$ cat src/bridge_pkg.sv
// --------------------------------------------------
// AHB-Lite to APB bridge shared definitions
// Bus widths, the four-window address map, APB
// state codes and the decoded address view
// --------------------------------------------------
`default_nettype none

package bridge_pkg;

  // Bus widths
  localparam int unsigned addr_w       = 32;
  localparam int unsigned data_w       = 32;
  localparam int unsigned num_slaves   = 4;
  localparam int unsigned slave_idx_w  = 2;
  localparam int unsigned win_offset_w = 12;
  localparam int unsigned prdata_bus_w = num_slaves * data_w;

  // Bits between the slave index and the tag, zero for a hit
  localparam int unsigned unused_w = 2;
  localparam int unsigned tag_w    = addr_w - unused_w - slave_idx_w - win_offset_w;

  // Windows start at 32'h0001_0000, one 4 KB window per slave
  localparam logic [tag_w-1:0] bridge_base_tag = 'h0001;

  // Accepted htrans codes
  localparam logic [1:0] htrans_nonseq = 2'b10;
  localparam logic [1:0] htrans_seq    = 2'b11;

  // One-hot APB state codes
  localparam logic [2:0] apb_state_idle   = 3'b001;
  localparam logic [2:0] apb_state_setup  = 3'b010;
  localparam logic [2:0] apb_state_access = 3'b100;

  // Two views of one AHB byte address
  typedef union packed {
    logic [addr_w-1:0] raw;
    struct packed {
      logic [tag_w-1:0]        tag;
      logic [unused_w-1:0]     unused;
      logic [slave_idx_w-1:0]  slave_idx;
      logic [win_offset_w-1:0] offset;
    } fields;
  } ahb_addr_u;

endpackage

`default_nettype wire

$ cat src/ahb2apb_bridge.sv
// --------------------------------------------------
// AHB-Lite to APB bridge, top level
// One AHB slave port onto four APB slaves in fixed
// 4 KB windows; write data passes straight through
// --------------------------------------------------
`default_nettype none

module ahb2apb_bridge (
  input  logic                                hclk18,
  input  logic                                hreset_n18,
  // AHB side
  input  logic                                hsel,
  input  logic [bridge_pkg::addr_w-1:0]       haddr,
  input  logic [1:0]                          htrans,
  input  logic                                hwrite,
  input  logic [bridge_pkg::data_w-1:0]       hwdata,
  output logic                                hready,
  output logic [bridge_pkg::data_w-1:0]       hrdata,
  // APB side
  input  logic [bridge_pkg::num_slaves-1:0]   pready,
  input  logic [bridge_pkg::prdata_bus_w-1:0] prdata,
  output logic [bridge_pkg::addr_w-1:0]       paddr,
  output logic                                pwrite,
  output logic [bridge_pkg::data_w-1:0]       pwdata,
  output logic                                penable,
  output logic [bridge_pkg::num_slaves-1:0]   psel
);

  import bridge_pkg::*;

  logic                  accept;
  logic                  data_phase;
  logic [addr_w-1:0]     haddr_q;
  logic                  hwrite_q;
  logic [num_slaves-1:0] slave_sel;
  logic                  miss;
  logic [num_slaves-1:0] psel_vec;
  logic                  pready_sel;
  logic [data_w-1:0]     prdata_sel;
  logic                  done;
  logic                  rdata_valid;

  // AHB data phase lines up with the APB transfer
  assign pwdata = hwdata;

  ahb_front ahb_front_i (
    .hclk18      (hclk18),
    .hreset_n18  (hreset_n18),
    .hsel        (hsel),
    .haddr       (haddr),
    .htrans      (htrans),
    .hwrite      (hwrite),
    .done        (done),
    .rdata_valid (rdata_valid),
    .prdata_sel  (prdata_sel),
    .hready      (hready),
    .hrdata      (hrdata),
    .accept      (accept),
    .data_phase  (data_phase),
    .haddr_q     (haddr_q),
    .hwrite_q    (hwrite_q)
  );

  apb_addr_decode apb_addr_decode_i (
    .hclk18     (hclk18),
    .hreset_n18 (hreset_n18),
    .accept     (accept),
    .haddr      (haddr),
    .slave_sel  (slave_sel),
    .miss       (miss)
  );

  apb_master_fsm apb_master_fsm_i (
    .hclk18      (hclk18),
    .hreset_n18  (hreset_n18),
    .data_phase  (data_phase),
    .haddr_q     (haddr_q),
    .hwrite_q    (hwrite_q),
    .slave_sel   (slave_sel),
    .miss        (miss),
    .pready_sel  (pready_sel),
    .paddr       (paddr),
    .pwrite      (pwrite),
    .penable     (penable),
    .psel_vec    (psel_vec),
    .done        (done),
    .rdata_valid (rdata_valid)
  );

  apb_slave_mux apb_slave_mux_i (
    .psel_vec   (psel_vec),
    .pready     (pready),
    .prdata     (prdata),
    .psel       (psel),
    .pready_sel (pready_sel),
    .prdata_sel (prdata_sel)
  );

endmodule

`default_nettype wire

$ cat src/ahb_front.sv
// --------------------------------------------------
// AHB-Lite slave front end
// Takes NONSEQ/SEQ address phases, holds the address
// and direction, stretches the data phase with hready
// and returns read data when the APB side completes
// --------------------------------------------------
`default_nettype none

module ahb_front (
  input  logic                          hclk18,
  input  logic                          hreset_n18,
  input  logic                          hsel,
  input  logic [bridge_pkg::addr_w-1:0] haddr,
  input  logic [1:0]                    htrans,
  input  logic                          hwrite,
  input  logic                          done,
  input  logic                          rdata_valid,
  input  logic [bridge_pkg::data_w-1:0] prdata_sel,
  output logic                          hready,
  output logic [bridge_pkg::data_w-1:0] hrdata,
  output logic                          accept,
  output logic                          data_phase,
  output logic [bridge_pkg::addr_w-1:0] haddr_q,
  output logic                          hwrite_q
);

  import bridge_pkg::*;

  logic trans_valid;

  // Only NONSEQ and SEQ start a transfer, IDLE and BUSY are ignored
  assign trans_valid = hsel && ((htrans == htrans_nonseq) || (htrans == htrans_seq));

  // Address phase is taken only while the previous one has finished
  assign accept = trans_valid && hready;

  // --------------------------------------------------
  // Phase tracking and read data
  // --------------------------------------------------
  always_ff @(posedge hclk18 or negedge hreset_n18) begin
    if (!hreset_n18) begin
      hready     <= 1'b1;
      data_phase <= 1'b0;
      hrdata     <= '0;
    end else if (accept) begin
      hready     <= 1'b0;
      data_phase <= 1'b1;
    end else if (done) begin
      hready     <= 1'b1;
      data_phase <= 1'b0;
      // Unmapped reads complete with zero data
      if (!hwrite_q) begin
        hrdata <= rdata_valid ? prdata_sel : '0;
      end
    end
  end

  // Address and direction held for the whole data phase
  always_ff @(posedge hclk18) begin
    if (accept) begin
      haddr_q  <= haddr;
      hwrite_q <= hwrite;
    end
  end

  // --------------------------------------------------
  // Checks
  // --------------------------------------------------

  // The bus stays stalled for the whole data phase
  a_no_ready_in_data_phase : assert property (
    @(posedge hclk18) disable iff (!hreset_n18)
    !(hready && data_phase)
  );

  // No second transfer while one is in flight
  a_no_accept_in_data_phase : assert property (
    @(posedge hclk18) disable iff (!hreset_n18)
    accept |-> !data_phase
  );

  // Completion only ever closes an open data phase
  a_done_in_data_phase : assert property (
    @(posedge hclk18) disable iff (!hreset_n18)
    done |-> data_phase ##1 (hready && !data_phase)
  );

endmodule

`default_nettype wire

$ cat src/apb_addr_decode.sv
// --------------------------------------------------
// APB address decoder
// Maps the AHB address onto one of four 4 KB windows
// and registers a one-hot select, or a miss flag for
// an address outside every window
// --------------------------------------------------
`default_nettype none

module apb_addr_decode (
  input  logic                              hclk18,
  input  logic                              hreset_n18,
  input  logic                              accept,
  input  logic [bridge_pkg::addr_w-1:0]     haddr,
  output logic [bridge_pkg::num_slaves-1:0] slave_sel,
  output logic                              miss
);

  import bridge_pkg::*;

  ahb_addr_u               addr_view;
  logic                    hit;
  logic [num_slaves-1:0]   sel_next;

  assign addr_view.raw = haddr;

  // Tag must match the bridge base and the spare bits must be clear
  assign hit = (addr_view.fields.tag == bridge_base_tag) &&
               (addr_view.fields.unused == '0);

  always_comb begin
    sel_next = '0;
    if (hit) begin
      sel_next[addr_view.fields.slave_idx] = 1'b1;
    end
  end

  // Decode result follows the address phase by one cycle
  always_ff @(posedge hclk18 or negedge hreset_n18) begin
    if (!hreset_n18) begin
      slave_sel <= '0;
      miss      <= 1'b0;
    end else if (accept) begin
      slave_sel <= sel_next;
      miss      <= !hit;
    end
  end

  // --------------------------------------------------
  // Checks
  // --------------------------------------------------
  a_sel_onehot : assert property (
    @(posedge hclk18) disable iff (!hreset_n18)
    $onehot0(slave_sel) && !((|slave_sel) && miss)
  );

endmodule

`default_nettype wire

$ cat src/apb_master_fsm.sv
// --------------------------------------------------
// APB master state machine
// Runs one SETUP/ACCESS transfer per AHB data phase,
// waits on pready and signals completion back to the
// AHB side; unmapped addresses finish from IDLE
// --------------------------------------------------
`default_nettype none

module apb_master_fsm (
  input  logic                              hclk18,
  input  logic                              hreset_n18,
  input  logic                              data_phase,
  input  logic [bridge_pkg::addr_w-1:0]     haddr_q,
  input  logic                              hwrite_q,
  input  logic [bridge_pkg::num_slaves-1:0] slave_sel,
  input  logic                              miss,
  input  logic                              pready_sel,
  output logic [bridge_pkg::addr_w-1:0]     paddr,
  output logic                              pwrite,
  output logic                              penable,
  output logic [bridge_pkg::num_slaves-1:0] psel_vec,
  output logic                              done,
  output logic                              rdata_valid
);

  import bridge_pkg::*;

  logic [2:0] state;
  logic       in_idle;
  logic       in_access;
  logic       start_hit;
  logic       end_miss;
  logic       end_access;

  assign in_idle   = (state == apb_state_idle);
  assign in_access = (state == apb_state_access);

  // Decode result is valid in the cycle after accept
  assign start_hit  = in_idle && data_phase && !miss;
  assign end_miss   = in_idle && data_phase && miss;
  assign end_access = in_access && pready_sel;

  assign done        = end_miss || end_access;
  assign rdata_valid = end_access;

  // --------------------------------------------------
  // IDLE -> SETUP -> ACCESS -> IDLE
  // --------------------------------------------------
  always_ff @(posedge hclk18 or negedge hreset_n18) begin
    if (!hreset_n18) begin
      state    <= apb_state_idle;
      psel_vec <= '0;
      penable  <= 1'b0;
      paddr    <= '0;
      pwrite   <= 1'b0;
    end else begin
      case (state)
        apb_state_idle: begin
          if (start_hit) begin
            state    <= apb_state_setup;
            psel_vec <= slave_sel;
            paddr    <= haddr_q;
            pwrite   <= hwrite_q;
          end
        end

        apb_state_setup: begin
          state   <= apb_state_access;
          penable <= 1'b1;
        end

        // Wait states hold everything until the slave is ready
        apb_state_access: begin
          if (pready_sel) begin
            state    <= apb_state_idle;
            penable  <= 1'b0;
            psel_vec <= '0;
          end
        end

        default: begin
          state    <= apb_state_idle;
          penable  <= 1'b0;
          psel_vec <= '0;
        end
      endcase
    end
  end

  // --------------------------------------------------
  // Checks
  // --------------------------------------------------
  a_enable_has_select : assert property (
    @(posedge hclk18) disable iff (!hreset_n18)
    penable |-> (|psel_vec)
  );

  // Address is held through every wait state
  a_paddr_stable : assert property (
    @(posedge hclk18) disable iff (!hreset_n18)
    (in_access && !pready_sel) |=> $stable(paddr) && $stable(pwrite)
  );

endmodule

`default_nettype wire

$ cat src/apb_slave_mux.sv
// --------------------------------------------------
// APB slave fan-out and read merge
// Drives the psel lines and picks pready and prdata
// of the selected slave by AND-OR masking
// --------------------------------------------------
`default_nettype none

module apb_slave_mux (
  input  logic [bridge_pkg::num_slaves-1:0]   psel_vec,
  input  logic [bridge_pkg::num_slaves-1:0]   pready,
  input  logic [bridge_pkg::prdata_bus_w-1:0] prdata,
  output logic [bridge_pkg::num_slaves-1:0]   psel,
  output logic                                pready_sel,
  output logic [bridge_pkg::data_w-1:0]       prdata_sel
);

  import bridge_pkg::*;

  assign psel = psel_vec;

  // Unselected slaves cannot complete a transfer
  assign pready_sel = |(psel_vec & pready);

  // Slave i occupies bits [i*data_w +: data_w] of the flat bus
  always_comb begin
    prdata_sel = '0;
    for (int i = 0; i < num_slaves; i++) begin
      prdata_sel = prdata_sel | (prdata[i*data_w +: data_w] & {data_w{psel_vec[i]}});
    end
  end

endmodule

`default_nettype wire

$ cat config.mk
export PLATFORM = sky130hd
export DESIGN_NAME = ahb2apb_bridge
export DESIGN_NICKNAME = d
export VERILOG_FILES = /design/src/bridge_pkg.sv /design/src/ahb2apb_bridge.sv /design/src/ahb_front.sv /design/src/apb_addr_decode.sv /design/src/apb_master_fsm.sv /design/src/apb_slave_mux.sv
export SDC_FILE = /design/constraint.sdc
export NUM_CORES = 1
export LEC_CHECK = 0
export BUFFER_PORTS_ARGS = -buffer_cell sky130_fd_sc_hd__buf_4
export CAP_MARGIN = 40
export CORE_ASPECT_RATIO = 0.5
export CORE_MARGIN = 2
export CORE_UTILIZATION = 45
export CTS_CLUSTER_SIZE = 20
export DETAILED_ROUTE_END_ITERATION = 10
export PLACE_DENSITY = 0.83
export SLEW_MARGIN = 40
export SYNTH_ARGS = -nofsm -noshare
export SYNTH_HDL_FRONTEND = slang
export SYNTH_SLANG_ARGS = --single-unit
$ cat constraint.sdc
create_clock -name hclk18 -period 7 [get_ports hclk18]
set_clock_uncertainty 0.15 [all_clocks]
set_input_delay 0.7 -clock hclk18 [delete_from_list [all_inputs] [get_ports hclk18]]
set_output_delay 0.7 -clock hclk18 [all_outputs]
set_load 0.02 [all_outputs]
# After elaboration in Yosys (flattened, before gate mapping)
# Index checks and enable logic that the tools add are counted.
# op_classes
n_lt_le_gt_ge	2
eq_ne	8
muxes	16
bitwise	12
reduce_logical	20
# op_table
cell	n
AND 32 bit	4
OR 32 bit	3
2-to-1 mux 32 bit	1
== test 16 x 1 -> 1 bit, second input constant	1
2-to-1 mux 4 bit	3
case mux 4 bit (3 select lines)	1
case mux 3 bit (3 select lines)	1
logical AND 1 bit	8
2-to-1 mux 1 bit	6
2-to-1 mux 3 bit	2
AND reduction 2 bit	3
AND reduction 3 bit	2
AND 4 bit	1
== test 2 bit, second input constant	2
NOT 1 bit	4
OR reduction 4 bit	1
== test 3 x 1 -> 1 bit, second input constant	1
== test 3 x 2 -> 1 bit, second input constant	1
== test 3 bit, second input constant	1
less-than comparator 2 x 3 -> 1 bit, second input constant	1
case mux 1 bit (3 select lines)	1
demux 1 bit (select 2 bit)	1
greater-or-equal comparator 2 x 1 -> 1 bit, second input constant	1
zero test 1 bit	2
5 further kinds	6
# word_totals
reg_bits	113
in_bits	202
output_inout_bits	103
elab_cells	70

# Longest topological paths before layout
# logic_depth
word_depth	6
mapped_depth	6
depth_no_buf	5

# By module
# Synthesis repeated with hierarchy kept, for this count alone.
# hier_totals
hier_cells	463
area_unflattened_um2	5520.3
# by_module_without_submodules
module	n_inst	cells_each	area_each_um2
ahb_front	1	183	2406.1
apb_master_fsm	1	106	1602.8
apb_slave_mux	1	119	1008.5
apb_addr_decode	1	23	262.8
ahb2apb_bridge	1	32	240.2

# Worst setup path before layout
# Ideal clock, no wire load.
# synth_path
path_type	input to register
startpoint	in hsel
endpoint	reg apb_addr_decode_i.slave_sel[0] (netlist bit)
arrival_ns	2.344
t_required_ns	6.783
setup_slack_ns	4.438
cell_stages	5
path_buffers	0
path_cell_list	nand3_1 > inv_1 > nand4_1 > nor4_4 > a32o_1
# synth_via
elab_chain_len	2
# synth_lines
item	line_no	rtl
start: declaration	ahb2apb_bridge.sv:12	input logic hsel,
logical AND 1 bit	ahb_front.sv:32	assign trans_valid = hsel && ((htrans == htrans_nonseq) || (htrans == htrans_seq));
logical AND 1 bit	ahb_front.sv:35	assign accept = trans_valid && hready;
named net accept	ahb2apb_bridge.sv:31	logic accept;
end signal: assignment	apb_addr_decode.sv:43	slave_sel <= sel_next;
end: declaration	apb_addr_decode.sv:14	output logic [bridge_pkg::num_slaves-1:0] slave_sel,
# The timed path passes the listed nets, and every way through them passes these cells.
# A chain may end at the register's enable or synchronous reset.

# Final worst setup path
# layout_path
startpoint	reg ahb_front_i.hready
endpoint	reg ahb_front_i.hrdata[24] (netlist bit)
# layout_via
elab_chain_len	3
# layout_lines
item	line_no	rtl
start: declaration	ahb_front.sv:19	output logic hready,
start signal: assignment	ahb_front.sv:42	hready <= 1'b1;
start signal: assignment	ahb_front.sv:46	hready <= 1'b0;
start signal: assignment	ahb_front.sv:49	hready <= 1'b1;
logical AND 1 bit	ahb_front.sv:35	
named net accept	ahb2apb_bridge.sv:31	
NOT 1 bit (no line)	--	
AND reduction 3 bit (no line)	--	
end signal: assignment	ahb_front.sv:53	hrdata <= rdata_valid ? prdata_sel : '0;
end: declaration	ahb_front.sv:20	output logic [bridge_pkg::data_w-1:0] hrdata,
# The timed path passes the listed nets, and every way through them passes these cells.

==> impl_metrics.ini <==
[worst_setup_path]
worstPathMaxFanout = 32
critPathKind = flip-flop to flip-flop
reg2reg_slack_ps = 4170
r2r_start = ahb_front_i.hready
cp-end-kind = flip-flop
cp.arrival_ps = 2930
cp-start-kind = flip-flop
rr_worst_depth = 6
critPathRequiredTime_ps = 7100
r2r_end = ahb_front_i.hrdata[24]
crit_end = ahb_front_i.hrdata[24]
crit_path_start = ahb_front_i.hready

[drt]
drcViolationCount = 0
via_count = 3955
routedWlPerCell_um = 19.9
firstDrtPassIters = 4
drtIter0Drc = 215
wirelength_um = 14400
avgViaCountPerCell = 5.47
drt.antenna.violating_nets = 0

[synth]
synth_flop_cell = dfrtp_1
syn_area_per_cell_um2 = 13.9
synth_cell_type_count = 40
syn-num-nets = 560
synth_edf_count = 33
ys_ff_latch = 113
yosysSeqAreaShare = 0.600
netlist_area_um2 = 4990
syn_inst = 358
yosysWarnings = 0
synthArstFlopShare = 0.708

[power_and_ir_drop]
power.switching_uw = 346
p_comb_frac = 0.055
intPower_mw = 1.23
sw_frac_of_total = 0.219
seqPwrFrac = 0.431
vdd_drop_max_mv = 0.142
p_clk_frac = 0.514
leakage_nw = 3.23
pwr_density_cell_nw_per_um2 = 219

[cells_and_area]
layout_common_cells = buf_4 (243), dfrtp_1 (78), a22o_1 (34)
nNetsFinal = 767
antenna_cells = 0
fillers = 840
layout_commonest_cell = buf_4
drive_gt1_frac = 0.507
syn_to_final_growth_pct = 44.5
postLayoutCoreUtil = 0.661

[sta]
worst_pin_slew_ps = 747
period_share = 0.405
final-setup-viol-count = 0
slew_headroom = 0.502
final_max_slew_viol_count = 0
rsz0062_at_grt = false
max_freq_mhz = 353
fin_crit_ps = 2830
hold_violations = 0
tns_ps = 0

[global_routing]
antenna_found_initial = 0
grt_max_degree = 81
overflow = 0
grt_pass1_vias = 4119
track_usage = 0.237
grt_pass1_wl_um = 22300

[place]
place_congestion = 0.800
port_buffers = 239
dp_hpwl_um = 10100

[clock_tree]
cts.sinks = 113
h-tree-depth = 4
cts_made_buffers = 17
tritoncts = yes
post-cts-setup-buffers = 0
cts_resized = 0
cts_max_path_buffers = 2
root_buffer = clkbuf_16
hold_buffers = 0
clk_pin_slew_worst_paths_ps = 60
clk_latency_ps = 400

[floorplanning]
fp-row-count = 27
core_area_um2 = 10900
die_w_um = 153
initial_core_util = 0.457
ios = 305
dieHeight_um = 78.5
dieArea_um2 = 12000

[flow_run]
max-cap-violations = 0

[run_status]
status = finished, final reports clean

[worst_hold_path]
hold_class = input pin to async pin
through the flow:
step	instances	hold slack [ps]	cell area [um2]	power (mW)	setup WS, ps
2_1_floorplan	358	254	4990	0.721	4440
3_3_place_gp	690	283	6630	0.777	3980
3_5_place_dp	691	293	6650	0.779	3910
4_1_cts	723	223	7210	1.59	4160
5_1_grt	723	254	7210	1.64	3930
6_report	723	200	7210	1.58	4170
cells by family (layout without fill, tap and decap cells):
| group | Yosys count | count (layout) | synth area share |
|---|---|---|---|
| buf+inv | 67 | 287 | 0.0820 |
| mux | 37 | 37 | 0.0825 |
| compound gates | 112 | 112 | 0.195 |
| simple gates | 29 | 29 | 0.0399 |
| flops | 113 | 113 | 0.600 |
area by class of cell:
cell class	instances	area, um2	area share
multi-input cells	178	1580	0.220
inverters	10	37.5	0.00521
clock inverters	15	136	0.0189
clock buffers	17	425	0.0590
flip-flops and latches	113	3000	0.415
repair buffers	245	1850	0.257
well taps	145	181	0.0252
cells in the mapped netlist, types with 2 or more instances:
| master | number | share of area |
|---|---|---|
| dfrtp_1 | 78 | 0.39 |
| buf_4 | 35 | 0.053 |
| a22o_1 | 34 | 0.060 |
| edfxtp_1 | 33 | 0.20 |
| a221oi_1 | 32 | 0.056 |
| o2bb2ai_1 | 32 | 0.056 |
| mux2_1 | 28 | 0.063 |
| clkbuf_1 | 16 | 0.012 |
| inv_1 | 10 | 0.0075 |
| mux2_2 | 5 | 0.011 |
| nand2_1 | 5 | 0.0038 |
| nor2_1 | 5 | 0.0038 |
| a32o_1 | 4 | 0.0080 |
| mux2i_1 | 4 | 0.0080 |
| buf_2 | 3 | 0.0030 |
| buf_6 | 3 | 0.0068 |
| a21oi_1 | 2 | 0.0020 |
| dfstp_2 | 2 | 0.011 |
| nand2b_1 | 2 | 0.0025 |
| nand3_1 | 2 | 0.0020 |
| nor4_1 | 2 | 0.0025 |
| o21ai_0 | 2 | 0.0020 |
| o31ai_1 | 2 | 0.0030 |
registers in the layout, indices dropped and copies added (netlist names):
name and count:
ahb_front_i.data_phase 1, ahb_front_i.haddr_q 32, ahb_front_i.hrdata 32, ahb_front_i.hready 1
ahb_front_i.hwrite_q 1, apb_addr_decode_i.miss 1, apb_addr_decode_i.slave_sel 4, apb_master_fsm_i.paddr 32
apb_master_fsm_i.penable 1, apb_master_fsm_i.psel_vec 4, apb_master_fsm_i.pwrite 1, apb_master_fsm_i.state 3
routing by layer:
metal | track usage | vias to the layer above | routed length (um)
li1 | - | 1796 | -
met1 | 0.290 | 1998 | 5940
met2 | 0.421 | 148 | 7460
met3 | 0.0629 | 13 | 818
met4 | 0.0657 | 0 | 146
met5 | 0 | - | 0
critical path, stage by stage (launching register included):
cell and delay, ps:
dfstp_2 540, nand3_1 230, inv_1 490, buf_4 420, nor2_1 160, nand2_2 520, o2bb2ai_1 150
power by group through the flow:
stage / Clock (mW) / Combinational (mW) / Sequential, mW
finish: 0.810 / 0.0863 / 0.680
global route: 0.862 / 0.0936 / 0.680
CTS: 0.826 / 0.0870 / 0.680
detailed placement: 0 / 0.0867 / 0.692
global placement: 0 / 0.0847 / 0.692
floorplan: 0 / 0.0281 / 0.693
worst min-delay path by stage:
stage / to / cells after the start / from / slack, ps
floorplan: ahb_front_i.data_phase / 0 / hreset_n18 / 250
global route: apb_master_fsm_i.paddr[4] / 1 / hreset_n18 / 250
global placement: apb_master_fsm_i.paddr[26] / 1 / ahb_front_i.haddr_q[26] / 280
CTS: apb_master_fsm_i.paddr[14] / 1 / hreset_n18 / 220
detailed placement: apb_master_fsm_i.paddr[26] / 1 / ahb_front_i.haddr_q[26] / 290
finish: apb_master_fsm_i.paddr[4] / 1 / hreset_n18 / 200
Note: power is estimated with default switching activity, not from simulation.
